File: config.mk
export PLATFORM = sky130hd
export DESIGN_NAME = dataControllerTop
export DESIGN_NICKNAME = d
export VERILOG_FILES = /design/src/verilog/macPkg.sv /design/src/verilog/cpuBusIf.sv /design/src/verilog/cpuControl.sv /design/src/verilog/busDecode.sv /design/src/verilog/viaRegisters.sv /design/src/verilog/audioOutput.sv /design/src/verilog/dataControllerTop.sv
export SDC_FILE = /design/constraint.sdc
export NUM_CORES = 1
export LEC_CHECK = 0
export BUFFER_PORTS_ARGS = -buffer_cell sky130_fd_sc_hd__buf_2
export CORE_AREA = 2 2 88 90
export DETAILED_ROUTE_END_ITERATION = 10
export DIE_AREA = 0 0 90 92
export PLACE_DENSITY = 0.73
export RECOVER_POWER = 100
export SLEW_MARGIN = 20
export SYNTH_ARGS = -nofsm -noshare
export SYNTH_HDL_FRONTEND = slang
export SYNTH_SLANG_ARGS = --single-unit
File: constraint.sdc
create_clock -name clk8 -period 3.8 [get_ports clk8]
set_clock_uncertainty 0.2 [all_clocks]
set_input_delay 0.38 -clock clk8 [delete_from_list [all_inputs] [get_ports clk8]]
set_output_delay 0.38 -clock clk8 [all_outputs]
set_load 0.005 [all_outputs]
File: src/verilog/macPkg.sv
`default_nettype none

package macPkg;

	// 68000 data bus word, also the memory data width
	typedef logic [15:0] cpuWord_t;

	// one VIA register byte
	typedef logic [7:0] viaReg_t;

	// register number, from A12-A9
	typedef logic [3:0] regIndex_t;

	// one enable bit per binary weight x1, x2, x4
	typedef logic [2:0] volume_t;

	// unsigned 8-bit sound sample
	typedef logic [7:0] audioSample_t;

	// sample scaled by up to x7
	typedef logic [10:0] audioLevel_t;

	// output register B, bit 7 is sound off
	localparam regIndex_t regOrb = 4'd0;

	// output register A, volume in 2..0, alt sound in 3, overlay in 4
	localparam regIndex_t regOra = 4'd1;

	// interrupt flag and enable registers
	localparam regIndex_t regIfr = 4'd13;
	localparam regIndex_t regIer = 4'd14;

	// overlay starts on so the ROM is mapped at address zero
	localparam viaReg_t oraResetValue = 8'h10;

	// vertical blank flag position in IFR and IER
	localparam int ifrVblankBit = 1;

endpackage

`default_nettype wire

File: src/verilog/cpuBusIf.sv
`default_nettype none

// one decoded peripheral cycle from the 68000 to the VIA registers
interface cpuBusIf;

	// high on every clk8 edge of an active write
	logic writeStrobe;

	macPkg::regIndex_t regIndex;

	// upper data byte, the VIA sits on D15-D8
	macPkg::viaReg_t writeData;

	// selected register, valid combinationally from regIndex
	macPkg::viaReg_t readData;

	modport decoder (
		output writeStrobe,
		output regIndex,
		output writeData,
		input readData
	);

	modport registers (
		input writeStrobe,
		input regIndex,
		input writeData,
		output readData
	);

endinterface

`default_nettype wire

File: src/verilog/cpuControl.sv
`default_nettype none

module cpuControl #(
	parameter int resetCycles = 800000
) (
	input wire clk8,
	input wire _systemReset,
	input wire _viaIrq,
	input wire _sccIrq,
	output wire _cpuReset,
	output logic [2:0] _cpuIpl
);

	// wide enough to hold resetCycles itself
	localparam int counterWidth = (resetCycles < 2) ? 1 : $clog2(resetCycles + 1);

	logic [counterWidth-1:0] resetCount;

	// 68000 needs RESET and HALT held for a long time after power-up
	always_ff @(posedge clk8 or negedge _systemReset) begin
		if (!_systemReset) begin
			resetCount <= counterWidth'(resetCycles);
		end else if (resetCount != '0) begin
			resetCount <= resetCount - 1'b1;
		end
	end

	assign _cpuReset = (resetCount == '0);

	// VIA at level 1, SCC at level 2, but VIA wins when both pending
	always_comb begin
		if (!_viaIrq) begin
			_cpuIpl = 3'b110;
		end else if (!_sccIrq) begin
			_cpuIpl = 3'b101;
		end else begin
			_cpuIpl = 3'b111;
		end
	end

	// only the three encodings the interrupt scheme uses
	iplLegal: assert property (
		@(posedge clk8) disable iff (!_systemReset)
		_cpuIpl inside {3'b110, 3'b101, 3'b111}
	);

endmodule

`default_nettype wire

File: src/verilog/busDecode.sv
`default_nettype none

module busDecode (
	input wire clk8,
	input wire _cpuReset,
	input wire selectVia,
	input wire _cpuUDS,
	input wire _cpuRW,
	input macPkg::regIndex_t cpuAddrRegHi,
	input macPkg::cpuWord_t cpuDataIn,
	input macPkg::cpuWord_t memoryDataIn,
	output macPkg::cpuWord_t cpuDataOut,
	cpuBusIf.decoder bus
);

	logic viaActive;

	// the VIA only answers on the upper data strobe
	assign viaActive = selectVia && !_cpuUDS;

	assign bus.writeStrobe = viaActive && !_cpuRW;

	assign bus.regIndex = cpuAddrRegHi;

	// register byte is on D15-D8
	assign bus.writeData = cpuDataIn[15:8];

	// lower byte floats high on a real VIA read
	always_comb begin
		if (selectVia) begin
			cpuDataOut = {bus.readData, 8'hFF};
		end else begin
			cpuDataOut = memoryDataIn;
		end
	end

	// a read cycle must never reach the register file as a write
	noWriteOnRead: assert property (
		@(posedge clk8) disable iff (!_cpuReset)
		bus.writeStrobe |-> !_cpuRW
	);

endmodule

`default_nettype wire

File: src/verilog/viaRegisters.sv
`default_nettype none

module viaRegisters (
	input wire clk8,
	input wire _cpuReset,
	input wire _vblank,
	cpuBusIf.registers bus,
	output macPkg::volume_t volume,
	output wire altSound,
	output wire soundOff,
	output wire memoryOverlayOn,
	output wire _viaIrq
);

	macPkg::viaReg_t ora;
	macPkg::viaReg_t orb;
	logic [6:0] ifr;
	logic [6:0] ier;
	logic [6:0] ifrNext;
	logic vblankPrev;
	logic vblankFall;
	logic irqActive;

	// falling edge of blanking, registered once
	always_ff @(posedge clk8 or negedge _cpuReset) begin
		if (!_cpuReset) begin
			vblankPrev <= 1'b1;
			vblankFall <= 1'b0;
		end else begin
			vblankPrev <= _vblank;
			vblankFall <= vblankPrev && !_vblank;
		end
	end

	// a new vblank event wins over a clear in the same cycle
	always_comb begin
		ifrNext = ifr;
		if (bus.writeStrobe && bus.regIndex == macPkg::regIfr) begin
			ifrNext = ifr & ~bus.writeData[6:0];
		end
		if (vblankFall) begin
			ifrNext[macPkg::ifrVblankBit] = 1'b1;
		end
	end

	always_ff @(posedge clk8 or negedge _cpuReset) begin
		if (!_cpuReset) begin
			ora <= macPkg::oraResetValue;
			orb <= '0;
			ifr <= '0;
			ier <= '0;
		end else begin
			ifr <= ifrNext;
			if (bus.writeStrobe) begin
				case (bus.regIndex)
					macPkg::regOrb: orb <= bus.writeData;
					macPkg::regOra: ora <= bus.writeData;
					macPkg::regIer: begin
						// bit 7 picks set or clear for the other bits
						if (bus.writeData[7]) begin
							ier <= ier | bus.writeData[6:0];
						end else begin
							ier <= ier & ~bus.writeData[6:0];
						end
					end
					default: ;
				endcase
			end
		end
	end

	assign irqActive = |(ifr & ier);
	assign _viaIrq = !irqActive;

	always_comb begin
		case (bus.regIndex)
			macPkg::regOrb: bus.readData = orb;
			macPkg::regOra: bus.readData = ora;
			macPkg::regIfr: bus.readData = {irqActive, ifr};
			// bit 7 reads as one, as on the 6522
			macPkg::regIer: bus.readData = {1'b1, ier};
			default: bus.readData = 8'hFF;
		endcase
	end

	assign volume = ora[2:0];
	assign altSound = ora[3];
	assign memoryOverlayOn = ora[4];
	assign soundOff = orb[7];

	irqHasSource: assert property (
		@(posedge clk8) disable iff (!_cpuReset)
		!_viaIrq |-> (ifr & ier) != '0
	);

endmodule

`default_nettype wire

File: src/verilog/audioOutput.sv
`default_nettype none

module audioOutput (
	input wire clk8,
	input wire _cpuReset,
	input wire loadSound,
	input wire soundOff,
	input macPkg::volume_t volume,
	input macPkg::cpuWord_t memoryDataIn,
	output macPkg::audioLevel_t audioOut
);

	logic loadSoundD;
	macPkg::audioSample_t audioLatch;
	macPkg::audioLevel_t audioX1;
	macPkg::audioLevel_t audioX2;
	macPkg::audioLevel_t audioX4;

	// sample word arrives on the memory bus one cycle after the load request
	always_ff @(posedge clk8 or negedge _cpuReset) begin
		if (!_cpuReset) begin
			loadSoundD <= 1'b0;
		end else begin
			loadSoundD <= loadSound;
		end
	end

	// 8'h80 is the midpoint, silence for unsigned samples
	always_ff @(posedge clk8 or negedge _cpuReset) begin
		if (!_cpuReset) begin
			audioLatch <= '0;
		end else if (loadSoundD) begin
			if (soundOff) begin
				audioLatch <= 8'h80;
			end else begin
				audioLatch <= memoryDataIn[15:8];
			end
		end
	end

	// x1, x2 and x4 copies of the sample
	assign audioX1 = {3'b000, audioLatch};
	assign audioX2 = {2'b00, audioLatch, 1'b0};
	assign audioX4 = {1'b0, audioLatch, 2'b00};

	// max is 255 * 7, fits in 11 bits
	assign audioOut = (volume[0] ? audioX1 : 11'd0)
		+ (volume[1] ? audioX2 : 11'd0)
		+ (volume[2] ? audioX4 : 11'd0);

endmodule

`default_nettype wire

File: src/verilog/dataControllerTop.sv
`default_nettype none

module dataControllerTop #(
	parameter int resetCycles = 800000
) (
	input wire clk8,
	input wire _systemReset,
	input wire selectVia,
	input wire _cpuUDS,
	input wire _cpuRW,
	input macPkg::regIndex_t cpuAddrRegHi,
	input macPkg::cpuWord_t cpuDataIn,
	input macPkg::cpuWord_t memoryDataIn,
	input wire _vblank,
	input wire _sccIrq,
	input wire loadSound,
	output macPkg::cpuWord_t cpuDataOut,
	output wire _cpuReset,
	output wire [2:0] _cpuIpl,
	output wire memoryOverlayOn,
	output wire altSound,
	output macPkg::audioLevel_t audioOut
);

	wire _viaIrq;
	wire soundOff;
	wire macPkg::volume_t volume;

	cpuBusIf viaBus();

	cpuControl #(
		.resetCycles(resetCycles)
	) control (
		.clk8(clk8),
		._systemReset(_systemReset),
		._viaIrq(_viaIrq),
		._sccIrq(_sccIrq),
		._cpuReset(_cpuReset),
		._cpuIpl(_cpuIpl)
	);

	busDecode decode (
		.clk8(clk8),
		._cpuReset(_cpuReset),
		.selectVia(selectVia),
		._cpuUDS(_cpuUDS),
		._cpuRW(_cpuRW),
		.cpuAddrRegHi(cpuAddrRegHi),
		.cpuDataIn(cpuDataIn),
		.memoryDataIn(memoryDataIn),
		.cpuDataOut(cpuDataOut),
		.bus(viaBus.decoder)
	);

	viaRegisters via (
		.clk8(clk8),
		._cpuReset(_cpuReset),
		._vblank(_vblank),
		.bus(viaBus.registers),
		.volume(volume),
		.altSound(altSound),
		.soundOff(soundOff),
		.memoryOverlayOn(memoryOverlayOn),
		._viaIrq(_viaIrq)
	);

	audioOutput audio (
		.clk8(clk8),
		._cpuReset(_cpuReset),
		.loadSound(loadSound),
		.soundOff(soundOff),
		.volume(volume),
		.memoryDataIn(memoryDataIn),
		.audioOut(audioOut)
	);

endmodule

`default_nettype wire

---- Word-level counts from Yosys, hierarchy flattened ----
Index checks and enable logic that the tools add are counted.
word-level totals
  bits in registers ....................... 61
  latch bits .............................. 0
  RAM bits ................................ 0
  bits in read-only memories .............. 0
  input bits .............................. 44
  output and inout bits ................... 33
  memories kept ........................... 0
cells by class
  add/subtract/negate cells ............... 3
  $mul .................................... 0
  div/mod/pow operators ................... 0
  $lt $le $gt $ge ......................... 0
  equal/unequal tests ..................... 3
  shifts and indexed selects .............. 0
  mux-type cells .......................... 11
  bitwise logic cells ..................... 5
  reduce and logical (&&, ||, !) cells .... 15
operators with widths
  kind                                                number
  one-hot mux 8 bit (4 select lines)                  1
  adder 11 bit                                        2
  AND 7 bit                                           3
  logical NOT 20 bit                                  1
  nonzero test 20 bit                                 1
  subtractor 20 x 1 -> 20 bit, second input constant  1
  two-way mux 16 bit                                  1
  two-way mux 8 bit                                   2
  two-way mux 10 bit                                  1
  two-way mux 9 bit                                   1
  == test 4 bit, second input constant                2
  two-way mux 7 bit                                   1
  inverter 7 bit                                      1
  OR 7 bit                                            1
  OR reduction 7 bit                                  1
  AND reduction 2 bit                                 3
  == test 4 x 1 -> 1 bit, second input constant       1
  logical AND 1 bit                                   4
  logical NOT 4 bit                                   1
  two-way mux 2 bit                                   2
  logical NOT 1 bit                                   3
  two-way mux 3 bit                                   1
  nonzero test 2 bit                                  1
  two-way mux 1 bit                                   1

---- Longest topological paths before layout ----
  depth after elaboration ................. 6
  gate-level depth with buffers ........... 12
  depth with buffers taken out ............ 11

---- Modules after synthesis ----
Synthesis repeated with hierarchy kept, for this count alone.
unflattened totals
  cells, all modules ...................... 393
  area total of the unflattened synthesis .. 4,011.3 um^2
modules (own cells, without submodules)
  module        times used  cells an instance  area an instance (um^2)  sequential area each (um^2)
  viaRegisters  1           124                1,556.5                  803.3
  cpuControl    1           107                1,109.8                  508.0
  audioOutput   1           131                1,077.3                  225.2
  busDecode     1           31                 267.8                    0.0

---- Worst setup path before layout ----
Ideal clock, no wire load.
  path kind ............................... register -> register
  from .................................... reg control.resetCount[0]
  to ...................................... reg control.resetCount[4]
  data arrival time ....................... 3.256 ns
  required time ........................... 3.474 ns
  path slack .............................. 0.217 ns
  cell stages (with the launch flop) ...... 8
  path through ............................ dfrtp_1 inv_1 ha_1 nor4b_1 nand3_1 nor4_4 nor2_1 xor2_1
between the ends
  word-level cells in the longest chain between the ends .. 1
  elaborated cells between the ends (all ways) .. 2
  those cells by class .................... add/sub (1); reduce/logical (1)
ends and longest elaborated chain
  what                                                                RTL line                            RTL
  from (decl)                                                         cpuControl.sv:17                    logic [counterWidth-1:0] resetCount;
  from (signal assigned)                                              cpuControl.sv:22                    resetCount <= counterWidth'(resetCycles);
  from (signal assigned)                                              cpuControl.sv:24                    resetCount <= resetCount - 1'b1;
  subtractor 20 x 1 -> 20 bit or nonzero test 20 bit (tied branches)  cpuControl.sv:24, cpuControl.sv:23
Parallel ways exist; a longest one is shown, timed or not.
A chain may end at the register's enable or synchronous reset.

---- Final worst setup path ----
  from .................................... reg via.ora[2]
  to ...................................... out audioOut[9]
between the ends
  word-level cells in the longest chain between the ends .. 2
ends and longest elaborated chain
  what                    RTL line                 RTL
  from (decl)             viaRegisters.sv:15       macPkg::viaReg_t ora;
  from (signal assigned)  viaRegisters.sv:48       ora <= macPkg::oraResetValue;
  from (signal assigned)  viaRegisters.sv:57       macPkg::regOra: ora <= bus.writeData;
  two-way mux 10 bit      audioOutput.sv:49        + (volume[2] ? audioX4 : 11'd0);
  adder 11 bit            audioOutput.sv:49
  to (decl)               dataControllerTop.sv:22  output macPkg::audioLevel_t audioOut
Every way passes these cells.

==> out/qor.yml <==
outcome:
  outcome: "finished, final reports clean"
cts:
  path_clk_slew_ps: 70
  clock_sinks: 61
  cts_tree: "yes"
  clk_latency_ps: 330
  cts_made_buffers: 9
  cts_max_path_buffers: 2
  htreeDepth: 3
  clock-root-buffer: "clkbuf_8"
place:
  numPlacedInstances: 507
  dpl_cell_area_um2: 3996
  portBuffers: 67
  hpwl_um: 5728
  gp_congestion: 0.8621
timing:
  min_period_ps: 3559
  fin_setup_tns_ps: 0
  grt_setup_unrepaired: "no"
  hold_violations: 0
  worst_slew_pin_slew_ps: 1034
  maxSlewViolCount: 0
  holdWs_ps: 65.32
  finalSetupViolations: 0
  fin_crit_sh_pct: 93.66
  fmax_mhz: 281.0
  max-slew-margin-rel_pct: 31.07
power:
  ir_drop_mv: 0.2535
  leakagePower_nw: 2.072
  switching_power_mw: 0.3965
  pwr-share-seq_pct: 47.0
  netSwitchingFraction_pct: 25.43
  internal-power_mw: 1.162
  p_clk_share_pct: 38.5
  comb_power_share_pct: 14.5
  cellPowerDensity_nw_per_um2: 370.4
synthesis:
  synth_edf_count: 0
  synth_flop_cell: "dfrtp_1"
  ys_ff_latch: 61
  synth.distinct_cells: 52
  syn_inst: 351
  syn_nets: 414
  synth_warnings: 0
  ys_seq_area_share_pct: 42.85
  syn_area_um2: 3586
  async_reset_ff_share_pct: 100.0
  synth_area_per_cell_um2: 10.22
global_route:
  antenna_found_initial: 0
  grt_max_degree: 25
  overflow: 0
  grt_pass1_vias: 2799
  grt_usage_pct: 19.63
  grt_pass1_wl_um: 13100
die:
  dieHeight_um: 92
  die_w_um: 90
  pin_count: 77
  dieArea_um2: 8280
  start_util_pct: 48.15
  core-area_um2: 7447
  row_count: 32
detailed_routing:
  via_per_inst: 5.399
  wl_per_cell_um: 14.60
  first_pass_iters: 5
  wl_um: 7681
  drc: 0
  num_vias: 2840
  dr.first_iter.drc_count: 182
  drtAntennaViolNets: 0
final_layout:
  fin_area_um2: 4209
  syn_to_final_growth_pct: 17.38
  drive_above_1_share_pct: 28.54
  final_util_pct: 56.52
  diodes: 0
  instances_no_fill: 526
  layout.nets: 482
critical_path:
  cp_data_arrival_time_ps: 2980
  cp-start-kind: "flip-flop"
  max_stage_delay_ps: 550
  cpMaxStageDelayCell: "fa_1"
  critPathMaxFanout: 10
  end_kind: "output pin"
  cp_cell_sequence: "nand2_1 -> fa_1 -> inv_1 -> ha_1 -> a21oi_1 -> o211ai_1 -> or4_1 -> o311a_1 -> xor2_1 -> clkbuf_1"
  critPathKind: "flip-flop to output pin"
  cp.required_ps: 3220
flow_run:
  cap_violations: 0
worst_hold_path:
  hp-class: "input pin to flip-flop"
==> path summary, 6_finish.rpt <==
kind	start	end	slack, ps	depth (start not counted)
setup / recovery	via.ora[2]$_DFFE_PN0P_	audioOut[9]	240	10
hold / removal	cpuDataIn[14]	via.ifr[6]$_DFFE_PN0P_	70	2
setup reg to reg	control.resetCount[0]$_DFFE_PN0N_	via.ora[0]$_DFFE_PN0P_	800	6
hold reg to reg	via.vblankFall$_DFF_PN0_	via.ifr[1]$_DFFE_PN0P_	220	1
max in group asynchronous	control.resetCount[0]$_DFFE_PN0N_	via.ora[0]$_DFFE_PN0P_	800	6
min in group asynchronous	_systemReset	control.resetCount[14]$_DFFE_PN0N_	550	2
==> critical path, delay by kind of cell, from the launching register on <==
family	cells	cell delay [ps]
flip-flops	1	520
adder cells (fa/ha/maj)	2	840
XOR/XNOR	1	130
AND/OR/NAND/NOR	2	530
AO/OA/AOI/OAI	3	450
buffers and inverters	2	180
==> power by group through the flow <==
stage / clock (mW) / combinational [mW] / sequential (mW)
2_1_floorplan: 0 / 0.156 / 0.722
3_3_place_gp: 0 / 0.222 / 0.742
3_5_place_dp: 0 / 0.227 / 0.744
4_1_cts: 0.607 / 0.231 / 0.732
5_1_grt: 0.635 / 0.257 / 0.740
6_report: 0.600 / 0.226 / 0.733
==> per-layer routing <==
layer	track usage [%]	share of wire (%)	wire length, um	vias up
met5	0	0	0	-
met4	8.718	1.9	144	0
met2	31.95	48	3712	78
met3	3.040	4.1	316	11
met1	26.15	46	3507	1368
li1	-	-	-	1383
==> cells in the mapped netlist (all sizes together), types with 5 or more instances <==
cell type  number  share of area (%)
dfrtp          53                 37
nand2          33                3.5
inv            25                2.6
mux2           25                7.9
a22oi          16                3.3
nor2           15                1.6
clkbuf         13                1.4
o21ai          13                1.8
ha             12                4.2
xor2           12                2.9
nor3           11                2.0
or2            10                1.7
and2            8                1.4
dfstp           8                5.9
nand3b          8                1.7
fa              7                3.9
nand3           7               0.98
nor4            7                1.8
o22a            7                1.7
o22ai           7                1.2
xnor2           7                1.7
a21boi          6                1.3
or4             6                1.4
a21oi           5               0.70
==> cell type report <==
type,count,area (um2)
Fill cell,696,3238
Multi-Input combinational cell,250,1877
Sequential cell,61,1539
Timing Repair Buffer,72,360.3
Clock buffer,13,168.9
Tap cell,102,127.6
Inverter,25,93.84
Clock inverter,3,42.54
==> cell families (layout without fill, tap and decap cells) <==
| group | after synthesis | in the layout | synth area share [%] |
|---|---|---|---|
| simple gates | 117 | 117 | 18.49 |
| xor+xnor | 19 | 19 | 4.641 |
| fa+ha+maj | 19 | 19 | 8.095 |
| buf+inv | 40 | 113 | 4.501 |
| flops | 61 | 61 | 42.85 |
| other cells | 1 | 1 | 0.1046 |
| compound gates | 67 | 67 | 12.91 |
| mux | 27 | 27 | 8.409 |
==> through the flow <==
| stage | setup slack (ps) | power, mW |
|---|---|---|
| detailed placement | 493.1 | 0.9703 |
| global placement | 527.1 | 0.9634 |
| floorplan | 217.5 | 0.8781 |
| CTS | 126.3 | 1.570 |
| finish | 240.9 | 1.559 |
| global route | 50.26 | 1.632 |
==> what timing repair did <==
action,4_1_cts,5_1_grt
buffers inserted,0,0
hold endpoints to repair,16,0
hold buffers,3,0
gates resized for setup,0,2
endpoints found under the setup margin,0,2
==> cell usage in the layout (no fill, tap or decap), types with 8 or more instances in the layout <==
| master | n |
|---|---|
| dfrtp_1 | 51 |
| clkbuf_1 | 15 |
| mux2_2 | 25 |
| nor3_1 | 10 |
| inv_1 | 25 |
| o21ai_0 | 13 |
| nand2_1 | 33 |
| ha_1 | 12 |
| or2_2 | 10 |
| nand3b_1 | 8 |
| a22oi_1 | 16 |
| nor2_1 | 14 |
| clkbuf_8 | 12 |
| xor2_1 | 12 |
| buf_2 | 50 |
No activity file was read; power rests on OpenSTA's default activity.
